<file path="src/include/hist_defs.svh">
`ifndef HIST_DEFS_SVH
`define HIST_DEFS_SVH

// histogram geometry, all pixels share one RAM
`define PIXEL_NUM 4
`define BIN_NUM   16
`define COUNT_W   8                              // bits per bin count

`define ACQ_LEN   200                            // samples per acquisition

// derived widths and sizes
`define PIX_W     ($clog2(`PIXEL_NUM))
`define BIN_W     ($clog2(`BIN_NUM))
`define ADDR_W    (`PIX_W + `BIN_W)              // one word per pixel/bin pair
`define RAM_WORDS (`PIXEL_NUM * `BIN_NUM)
`define ACQ_W     ($clog2(`ACQ_LEN))             // wide enough for the sample count

`endif

</file>
<file path="src/histDataPkg.sv">
`include "hist_defs.svh"

package histDataPkg;

    typedef logic [`BIN_W-1:0] binIdx_t;         // time bin inside one pixel histogram
    typedef logic [`PIX_W-1:0] pixIdx_t;

    // detector sample as it arrives, pixel in the upper bits
    typedef struct packed {
        pixIdx_t pix;
        binIdx_t bin;
    } sample_t;

    // the pixel/bin split lines up with the flat word index,
    // so a sample is directly a RAM address
    typedef union packed {
        logic [`ADDR_W-1:0] flat;                // clear sweep and readout
        sample_t            pb;                  // accumulator view
    } ramAddr_u;

    typedef logic [`COUNT_W-1:0] count_t;

    typedef struct packed {
        logic     en;
        ramAddr_u addr;
        count_t   data;
    } ramWr_t;

endpackage

</file>
<file path="src/histCtrlPkg.sv">
package histCtrlPkg;

    typedef enum logic [2:0] {
        CLEAR = 3'd0,                            // zeroing the RAM after reset
        IDLE  = 3'd1,                            // readout allowed
        ACQ   = 3'd2,
        DRAIN = 3'd3,                            // last increments still in flight
        DONE  = 3'd4
    } histState_t;

    // controller to datapath
    typedef struct packed {
        logic accept;                            // samples counted this cycle
        logic clearEn;                           // clear write this cycle
        logic rdGrant;                           // readout owns the read port
    } histCtrl_t;

endpackage

</file>
<file path="src/binRam.sv">
`timescale 1ns/10ps
`include "hist_defs.svh"

module binRam import histDataPkg::*; (
    input  logic     clk,
    input  ramWr_t   wr,
    input  ramAddr_u rdAddr,
    output count_t   rdData
);

    count_t mem [`RAM_WORDS];

    always_ff @(posedge clk) begin
        if (wr.en) begin
            mem[wr.addr.flat] <= wr.data;
        end
    end

    // same-address read in a write cycle sees the old word
    always_ff @(posedge clk) begin
        rdData <= mem[rdAddr.flat];
    end

endmodule

</file>
<file path="src/sampleCounter.sv">
`timescale 1ns/10ps

module sampleCounter #(
    parameter int Width    = 8,
    parameter int Terminal = 200
) (
    input  logic             clk,
    input  logic             res,
    input  logic             load,               // back to zero, wins over enable
    input  logic             enable,
    output logic [Width-1:0] value,
    output logic             last
);

    localparam logic [Width-1:0] LastValue = Width'(Terminal - 1);

    always_ff @(posedge clk or negedge res) begin
        if (!res) begin
            value <= '0;
        end else if (load) begin
            value <= '0;
        end else if (enable) begin
            value <= value + 1'b1;
        end
    end

    assign last = (value == LastValue);          // next step reaches Terminal

endmodule

</file>
<file path="src/histAccum.sv">
`timescale 1ns/10ps
`include "hist_defs.svh"

module histAccum import histDataPkg::*, histCtrlPkg::*; (
    input  logic               clk,
    input  logic               res,
    input  histCtrl_t          ctrl,
    input  logic               sampleValid,
    input  sample_t            sample,
    input  logic [`ADDR_W-1:0] clearAddr,
    input  logic               rdEn,
    input  ramAddr_u           rdAddr,
    output ramAddr_u           ramRdAddr,
    input  count_t             ramRdData,
    output ramWr_t             wr,
    output logic               accepted
);

    ramAddr_u sampleAddr;                        // address of the incoming sample
    logic     s1Valid;                           // read data returning this cycle
    ramAddr_u s1Addr;
    ramWr_t   wrQ;                               // write stage
    ramWr_t   prevWr;                            // write that collided with the s1 read
    count_t   base;
    count_t   incCount;
    ramWr_t   wrNext;

    assign accepted = ctrl.accept & sampleValid;

    assign sampleAddr.pb = sample;

    // readout borrows the read port only in idle
    assign ramRdAddr = (ctrl.rdGrant && rdEn) ? rdAddr : sampleAddr;

    // read issue stage
    always_ff @(posedge clk or negedge res) begin
        if (!res) begin
            s1Valid <= 1'b0;
        end else begin
            s1Valid <= accepted;
        end
    end

    always_ff @(posedge clk) begin
        s1Addr <= sampleAddr;
    end

    // The RAM word for s1 misses two writes: the one in the write stage now
    // and the one that landed in the cycle the read was issued.
    always_comb begin
        if (wrQ.en && (wrQ.addr.flat == s1Addr.flat)) begin
            base = wrQ.data;
        end else if (prevWr.en && (prevWr.addr.flat == s1Addr.flat)) begin
            base = prevWr.data;
        end else begin
            base = ramRdData;
        end
        incCount = (base == '1) ? base : base + 1'b1;   // saturate at all ones
    end

    always_comb begin
        wrNext.en   = s1Valid;
        wrNext.addr = s1Addr;
        wrNext.data = incCount;
        if (ctrl.clearEn) begin
            wrNext.en        = 1'b1;
            wrNext.addr.flat = clearAddr;        // sweep address, zero data
            wrNext.data      = '0;
        end
    end

    always_ff @(posedge clk or negedge res) begin
        if (!res) begin
            wrQ    <= '0;
            prevWr <= '0;
        end else begin
            wrQ    <= wrNext;
            prevWr <= wrQ;
        end
    end

    assign wr = wrQ;

endmodule

</file>
<file path="src/histFsm.sv">
`timescale 1ns/10ps

module histFsm import histCtrlPkg::*; (
    input  logic      clk,
    input  logic      res,
    input  logic      start,
    input  logic      clearLast,
    input  logic      acqLast,
    input  logic      accepted,
    output histCtrl_t ctrl,
    output logic      clearLoad,
    output logic      clearEn,
    output logic      acqLoad,
    output logic      ready,
    output logic      busy,
    output logic      done
);

    histState_t state;
    histState_t nextState;
    logic       sweepDone;                       // last clear address issued
    logic       drainCnt;                        // high in the second drain cycle

    always_ff @(posedge clk or negedge res) begin
        if (!res) begin
            state <= CLEAR;
        end else begin
            state <= nextState;
        end
    end

    // clear writes lag the sweep by one cycle in the write stage,
    // so CLEAR is held until that last write has gone out
    always_ff @(posedge clk or negedge res) begin
        if (!res) begin
            sweepDone <= 1'b0;
        end else if (clearEn && clearLast) begin
            sweepDone <= 1'b1;
        end
    end

    always_ff @(posedge clk or negedge res) begin
        if (!res) begin
            drainCnt <= 1'b0;
        end else if (state == DRAIN) begin
            drainCnt <= ~drainCnt;
        end else begin
            drainCnt <= 1'b0;
        end
    end

    always_comb begin
        nextState = state;
        case (state)
            CLEAR: begin
                if (sweepDone) begin
                    nextState = IDLE;
                end
            end
            IDLE: begin
                if (start) begin
                    nextState = ACQ;
                end
            end
            ACQ: begin
                if (accepted && acqLast) begin   // final sample of the run
                    nextState = DRAIN;
                end
            end
            DRAIN: begin
                if (drainCnt) begin
                    nextState = DONE;
                end
            end
            DONE: begin
                nextState = IDLE;
            end
            default: begin
                nextState = CLEAR;
            end
        endcase
    end

    assign clearEn   = (state == CLEAR) && !sweepDone;
    assign clearLoad = (state == CLEAR) && sweepDone;   // park the sweep address
    assign acqLoad   = (state == IDLE) && start;

    assign ctrl.accept  = (state == ACQ);
    assign ctrl.clearEn = clearEn;
    assign ctrl.rdGrant = (state == IDLE);

    assign ready = (state == IDLE);
    assign busy  = (state == ACQ) || (state == DRAIN);
    assign done  = (state == DONE);

endmodule

</file>
<file path="src/sifhTop.sv">
`timescale 1ns/10ps
`include "hist_defs.svh"

module sifhTop import histDataPkg::*, histCtrlPkg::*; (
    input  logic     clk,
    input  logic     res,
    input  logic     start,
    input  logic     sampleValid,
    input  sample_t  sample,
    input  logic     rdEn,
    input  ramAddr_u rdAddr,
    output logic     ready,
    output logic     busy,
    output logic     done,
    output count_t   rdData
);

    histCtrl_t          ctrl;
    logic               clearLoad;
    logic               clearEn;
    logic               clearLast;
    logic               acqLoad;
    logic               acqLast;
    logic               accepted;
    logic [`ADDR_W-1:0] clearAddr;
    ramAddr_u           ramRdAddr;
    ramWr_t             ramWr;

    histFsm fsm (
        .clk       (clk),
        .res       (res),
        .start     (start),
        .clearLast (clearLast),
        .acqLast   (acqLast),
        .accepted  (accepted),
        .ctrl      (ctrl),
        .clearLoad (clearLoad),
        .clearEn   (clearEn),
        .acqLoad   (acqLoad),
        .ready     (ready),
        .busy      (busy),
        .done      (done)
    );

    // sweeps every RAM word once after reset
    sampleCounter #(
        .Width    (`ADDR_W),
        .Terminal (`RAM_WORDS)
    ) clearCnt (
        .clk    (clk),
        .res    (res),
        .load   (clearLoad),
        .enable (clearEn),
        .value  (clearAddr),
        .last   (clearLast)
    );

    // accepted samples of the running acquisition
    sampleCounter #(
        .Width    (`ACQ_W),
        .Terminal (`ACQ_LEN)
    ) acqCnt (
        .clk    (clk),
        .res    (res),
        .load   (acqLoad),
        .enable (accepted),
        .value  (),
        .last   (acqLast)
    );

    histAccum accum (
        .clk         (clk),
        .res         (res),
        .ctrl        (ctrl),
        .sampleValid (sampleValid),
        .sample      (sample),
        .clearAddr   (clearAddr),
        .rdEn        (rdEn),
        .rdAddr      (rdAddr),
        .ramRdAddr   (ramRdAddr),
        .ramRdData   (rdData),
        .wr          (ramWr),
        .accepted    (accepted)
    );

    // read data feeds both the accumulator and the readout port
    binRam ram (
        .clk    (clk),
        .wr     (ramWr),
        .rdAddr (ramRdAddr),
        .rdData (rdData)
    );

endmodule

</file>
<file path="config.mk">
export PLATFORM = sky130hd
export DESIGN_NAME = sifhTop
export DESIGN_NICKNAME = d
export VERILOG_FILES = /design/src/histDataPkg.sv /design/src/histCtrlPkg.sv /design/src/binRam.sv /design/src/sampleCounter.sv /design/src/histAccum.sv /design/src/histFsm.sv /design/src/sifhTop.sv
export VERILOG_INCLUDE_DIRS = /design/src /design/src/include
export SDC_FILE = /design/constraint.sdc
export NUM_CORES = 1
export LEC_CHECK = 0
export ABC_AREA = 1
export BUFFER_PORTS_ARGS = -buffer_cell sky130_fd_sc_hd__buf_2
export CORE_AREA = 10 10 246 248
export CTS_CLUSTER_DIAMETER = 120
export CTS_CLUSTER_SIZE = 8
export DETAILED_ROUTE_END_ITERATION = 7
export DIE_AREA = 0 0 256 258
export MAX_ROUTING_LAYER = met4
export PLACE_DENSITY = 0.6
export SLEW_MARGIN = 20
export SYNTH_ARGS = -nofsm -noshare
export SYNTH_HDL_FRONTEND = slang
export SYNTH_SLANG_ARGS = --single-unit
</file>
<file path="constraint.sdc">
create_clock -name clk -period 3.3 [get_ports clk]
set_input_delay 0.495 -clock clk [delete_from_list [all_inputs] [get_ports clk]]
set_output_delay 0.495 -clock clk [all_outputs]
set_load 0.02 [all_outputs]
</file>
==> After elaboration in Yosys (flattened, before gate mapping) <==
Memory sizes are Yosys's and may differ from the RTL's. A register that Yosys moved wholly into a read port is not among the register bits.
Cells that the tools add are included.
{ "word_totals": {"mem_bits_ro": 0, "input_bits": 17, "latchBits": 0, "ff_bits": 56, "output_inout_bits": 11, "ram_bits": 512, "mem_count": 1, "wordCells": 63} }
{ "memory_table": {"columns": ["memory", "words", "width", "rd", "rd_clocked_by_memory_dff", "wr", "line_no", "text"], "rows": [
  ["ram.mem", 64, 8, 1, 1, 1, "binRam.sv:11", "count_t mem [`RAM_WORDS];"]
]} }
{ "op_classes": {"reduce_logical": 14, "mux": 17, "addsub": 3, "n_shift": 0, "magnitude_cmp": 0, "bitwise": 2, "n_mul": 0, "div": 0, "n_eq_ne": 13} }
{ "op_table": {"columns": ["operator", "count"], "rows": [
  ["two-way mux 8 bit", 5],
  ["two-way mux 6 bit", 3],
  ["adder 8 x 1 -> 8 bit, second input constant", 2],
  ["equality test 8 bit, second input constant", 2],
  ["two-way mux 15 bit", 1],
  ["one-hot mux 3 bit (5 select lines)", 1],
  ["equality test 6 bit", 2],
  ["two-way mux 3 bit", 4],
  ["logical AND 1 bit", 8],
  ["adder 6 x 1 -> 6 bit, second input constant", 1],
  ["equality test 3 x 2 -> 1 bit, second input constant", 2],
  ["equality test 6 bit, second input constant", 1],
  ["inequality test 2 x 1 -> 1 bit, second input constant", 2],
  ["inequality test 2 bit, second input constant", 2],
  ["AND reduction 4 bit", 1],
  ["nonzero test 2 bit", 2],
  ["equality test 3 x 1 -> 1 bit, second input constant", 1],
  ["equality test 3 bit, second input constant", 1],
  ["logical NOT 3 bit", 1],
  ["two-way mux 1 bit", 3],
  ["AND 1 bit", 1],
  ["logical NOT 1 bit", 1],
  ["logical OR 1 bit", 1],
  ["NOT 1 bit", 1]
]} }

==> Longest topological paths before layout <==
{ "logic_depth": {"ltp_word": 7, "depth_mapped": 17} }

==> By module <==
A second synthesis with hierarchy kept.
{ "hier_totals": {"hier_cells": 2192, "area_unflattened_um2": 24314.6} }
{ "modules_own_cells": {"columns": ["module", "instances", "area_each_um2", "seq_area_each_um2", "cells_each"], "rows": [
  ["binRam", 1, 21339.2, 15534.9, 1805],
  ["histAccum", 1, 1846.8, 895.9, 236],
  ["sampleCounter at acqCnt", 1, 471.7, 200.2, 60],
  ["histFsm", 1, 339.1, 125.1, 49],
  ["sampleCounter at clearCnt", 1, 317.8, 150.1, 42]
]} }

==> Least setup slack after synthesis <==
OpenSTA, ideal clock, no wires.
{ "synth_path": {"kind": "register -> register", "startpoint": "register accum.wrQ, in the netlist accum.wr[0]", "endpoint": "register accum.wrQ, in the netlist accum.wr[0]", "setup_slack_ns": 1.244, "setup_ns": 0.117, "t_required_ns": 3.183, "arrival_time_ns": 1.939, "period_less_slack_ns": 2.056, "stages_incl_launch_ff": 9, "cell_sequence": "dfrtp_1 > nand2_1 > nand2_1 > ha_1 > inv_1 > nor2_8 > nand2_4 > nor2_1 > nor2_1"} }
{ "synth_rtl": {"columns": ["element", "line_no", "text"], "rows": [
  ["start: declaration", "histAccum.sv:22", "ramWr_t wrQ;"],
  ["start signal: assignment", "histAccum.sv:77", "wrQ <= wrNext;"]
]} }

==> Worst setup path after layout <==
{ "layout_path": {"startpoint": "register fsm.state[2]", "endpoint": "register ram.rdData[3], read port of ram.mem"} }
{ "layout_via": {"elab_chain_len": 3} }
{ "layout_lines": {"columns": ["element", "line_no", "text"], "rows": [
  ["start: declaration", "histFsm.sv:19", "histState_t state;"],
  ["start signal: assignment", "histFsm.sv:28", "state <= nextState;"],
  ["equality test 3 x 1 -> 1 bit", "histFsm.sv:90", "assign ctrl.rdGrant = (state == IDLE);"],
  ["logical AND 1 bit", "histAccum.sv:33", "assign ramRdAddr = (ctrl.rdGrant && rdEn) ? rdAddr : sampleAddr;"],
  ["two-way mux 6 bit", "histAccum.sv:33", null],
  ["end: declaration", "binRam.sv:8", "output count_t rdData"]
]} }
Every way passes these cells.
A chain may end at the register's enable or synchronous reset.

==> run metrics <==
run status completed; Area Overhead vs Synth 14.7%; Final Power 22.8 mW; clk_lat worst skew 0.61 ns; skew final around 0.021 ns; post-CTS setup buffer count 0; share of cells above drive strength 1 11.1%; number of synthesized flops with an enable pin 512; synth unique cells 42; via count ~16000; Root Buffer clkbuf_16; crit path capture type register; DRC 0; pwr/cell area 805 nW/µm²; commonest non-fill, non-tap cell in the layout nand2_1; global-route usage over all layers around a fifth; Post-Synthesis Cells 2192; endpoints failing setup 0; CTS buffer count 81; cts repair resizes 0; routability cong. roughly 0.9; Initial Util 44.3%; critical path class reg2reg; Syn Nets 2212; worst path required time roughly 3.9 ns; Post-Route WL 63.5 mm; RSZ-0062 raised after global routing false; Slew Limit Fails 0; Worst-Margin Slew 0.931 ns; Achievable Freq between 300 and 400 MHz; dpl hpwl 38.2 mm; Yosys warning total 0; I/O pins 28; Synth Flop Type edfxtp_1; Static Leak 11.1 nW; nets 2322; vias in the first global route 16100; TritonCTS Sinks about 580; setup_tns 0 ns; core area 55700 µm²; drt pass-1 iters 5; CTS Buffer Depth 3; HP Class in2async; post-synthesis sequential area ratio 68.6%; crit path DAT 3.46 ns; period utilization between 80% and 90%; Mapped Area between 20000 and 25000 µm²; antenna viol nets, final 0; CTS tree built; H-tree depth 3; initial antenna violation count 0; num rows between 80 and 90; Post-synth ARST share 8.68%; commonest non-fill, non-tap cells in the layout 568 x nand2_1, 512 x edfxtp_1, 293 x nand3_1, 268 x inv_1, 173 x o211ai_1; width of the chip 256 µm; largest net degree at the start of global routing 103; Max IR drop VDD 0.477 mV; Clk pin slew, worst setup/hold paths roughly 0.050 ns; average cell area after synthesis 11.3 µm²; Period minus WS final just under 3 ns; CTS Hold Bufs 6; starting DRC count in detailed routing ~1600; grt total ovfl 0; maxcap violations 0; relative slew slack 37.9%; Final Non-Filler Cells a little over 3000; DR WL/cell 20.5 µm; Yosys reg bits 576; CP startpoint kind register; Port Buffers 27; vias per cell 5.29; first-pass GRT wire length 97.4 mm; Critical Path Fanout Max just over 60; die footprint about 66000 µm²; final hold vios 0; Placed Cells a little under 3000; Die Y-Extent between 200 and 300 µm
[worst max-delay path: stages, from the launching register on]
cell and delay [ns]:
dfrtp_1 0.43, nor2_4 0.18, nand3_4 0.22, o21ai_4 0.69, buf_12 0.41, o211ai_1 0.15, nand3_1 0.16, nand3_1 0.11
nand3_1 0.11, nand3_1 0.24, nand2_1 0.11
[Yosys cell counts, types with 3 or more instances]
| cell type | instances | area (µm²) |
|---|---|---|
| nor2_4 | 4 | 45.0 |
| a21oi_1 | 14 | 70.1 |
| inv_2 | 8 | 30.0 |
| nand3b_1 | 9 | 67.6 |
| nand4_1 | 9 | 56.3 |
| inv_1 | 268 | 1010 |
| dfrtp_1 | 50 | 1250 |
| nand2_1 | 568 | 2130 |
| buf_6 | 24 | 270 |
| buf_4 | 17 | 128 |
| clkbuf_1 | 6 | 22.5 |
| dfxtp_1 | 14 | 280 |
| nand3_1 | 293 | 1470 |
| o211ai_1 | 173 | 1300 |
| buf_2 | 60 | 300 |
| nor2_1 | 99 | 372 |
| nor2_2 | 4 | 25.0 |
| edfxtp_1 | 512 | 15400 |
| nand2_2 | 5 | 31.3 |
| o21ai_2 | 3 | 26.3 |
| nand2_4 | 4 | 45.0 |
| o21ai_0 | 20 | 100 |
| nor3_1 | 3 | 15.0 |
| ha_1 | 3 | 37.5 |
[through the flow]
| step | setup WS [ns] | util (%) | cell area [µm²] | hold WS [ns] |
|---|---|---|---|---|
| after global placement | 0.440 | 46.5 | 25900 | 0.398 |
| after CTS | 0.440 | 50.7 | 28300 | 0.0323 |
| final | 0.387 | 50.7 | 28300 | 0.0358 |
| after detailed placement | 0.448 | 46.5 | 25900 | 0.405 |
| after global routing | 0.250 | 50.7 | 28300 | 0.0717 |
| after floorplan | 1.24 | - | 24700 | 0.199 |
[worst paths after layout]
kind / start / cells after the start / end / slack (ns)
worst max-delay path: fsm.state[2] / 10 / ram.rdData[3] / 0.39
worst min-delay path: res / 1 / accum.wr[3] / 0.04
worst max register to register: fsm.state[2] / 10 / ram.rdData[3] / 0.39
worst min register to register: fsm.drainCnt / 1 / fsm.drainCnt / 0.41
max in group asynchronous: res / 2 / acqCnt.value[1] / 2.53
min in group clk: sampleValid / 3 / accum.s1Valid / 0.17
[power by group]
group	switching (mW)	total (mW)	leakage, nW	internal [mW]
logic	4.03	5.37	4.60	1.34
registers	0.557	9.88	5.37	9.32
clock network	2.95	7.51	1.09	4.56
total	7.54	22.8	11.1	15.2
[cells by family (layout without fill, tap and decap cells)]
group                    Yosys count  in the layout  share of synthesized area (%)
AND/OR/NAND/NOR                 1006           1006                           17.7
other                              0              1                              0
buffers and inverters            386            542                           7.19
flip-flops                       576            576                           68.6
XOR/XNOR                           2              2                         0.0710
adder cells (fa/ha/maj)            3              3                          0.152
AO/OA/AOI/OAI                    219            219                           6.35
[registers in the layout (all words and copies together), names as in the netlist, 3 cells and up]
| signal | count |
|---|---|
| ram.mem | 512 |
| accum.prevWr | 15 |
| acqCnt.value | 8 |
| accum.s1Addr | 6 |
| clearCnt.value | 6 |
| ram.rdData | 8 |
| fsm.state | 3 |
| accum.wr | 15 |
[cell type report]
class,count,area (µm²)
Antenna cell,1,2.50
Clock buffer,123,2210
Clock inverter,6,75.1
Fill cell,4947,27500
Inverter,278,1050
Multi-Input combinational cell,1230,6000
Sequential cell,576,16900
Tap cell,756,946
Timing Repair Buffer,135,1090
[per-layer routing]
layer | vias to the layer above | GRT usage, % | share of wire (%)
li1 | 7780 | - | -
met1 | 7940 | 24.6 | 42
met2 | 560 | 31.2 | 48
met3 | 143 | 4.15 | 7.2
met4 | 0 | 7.03 | 3.2
met5 | - | - | 0
No activity file was read; power rests on OpenSTA's default activity.
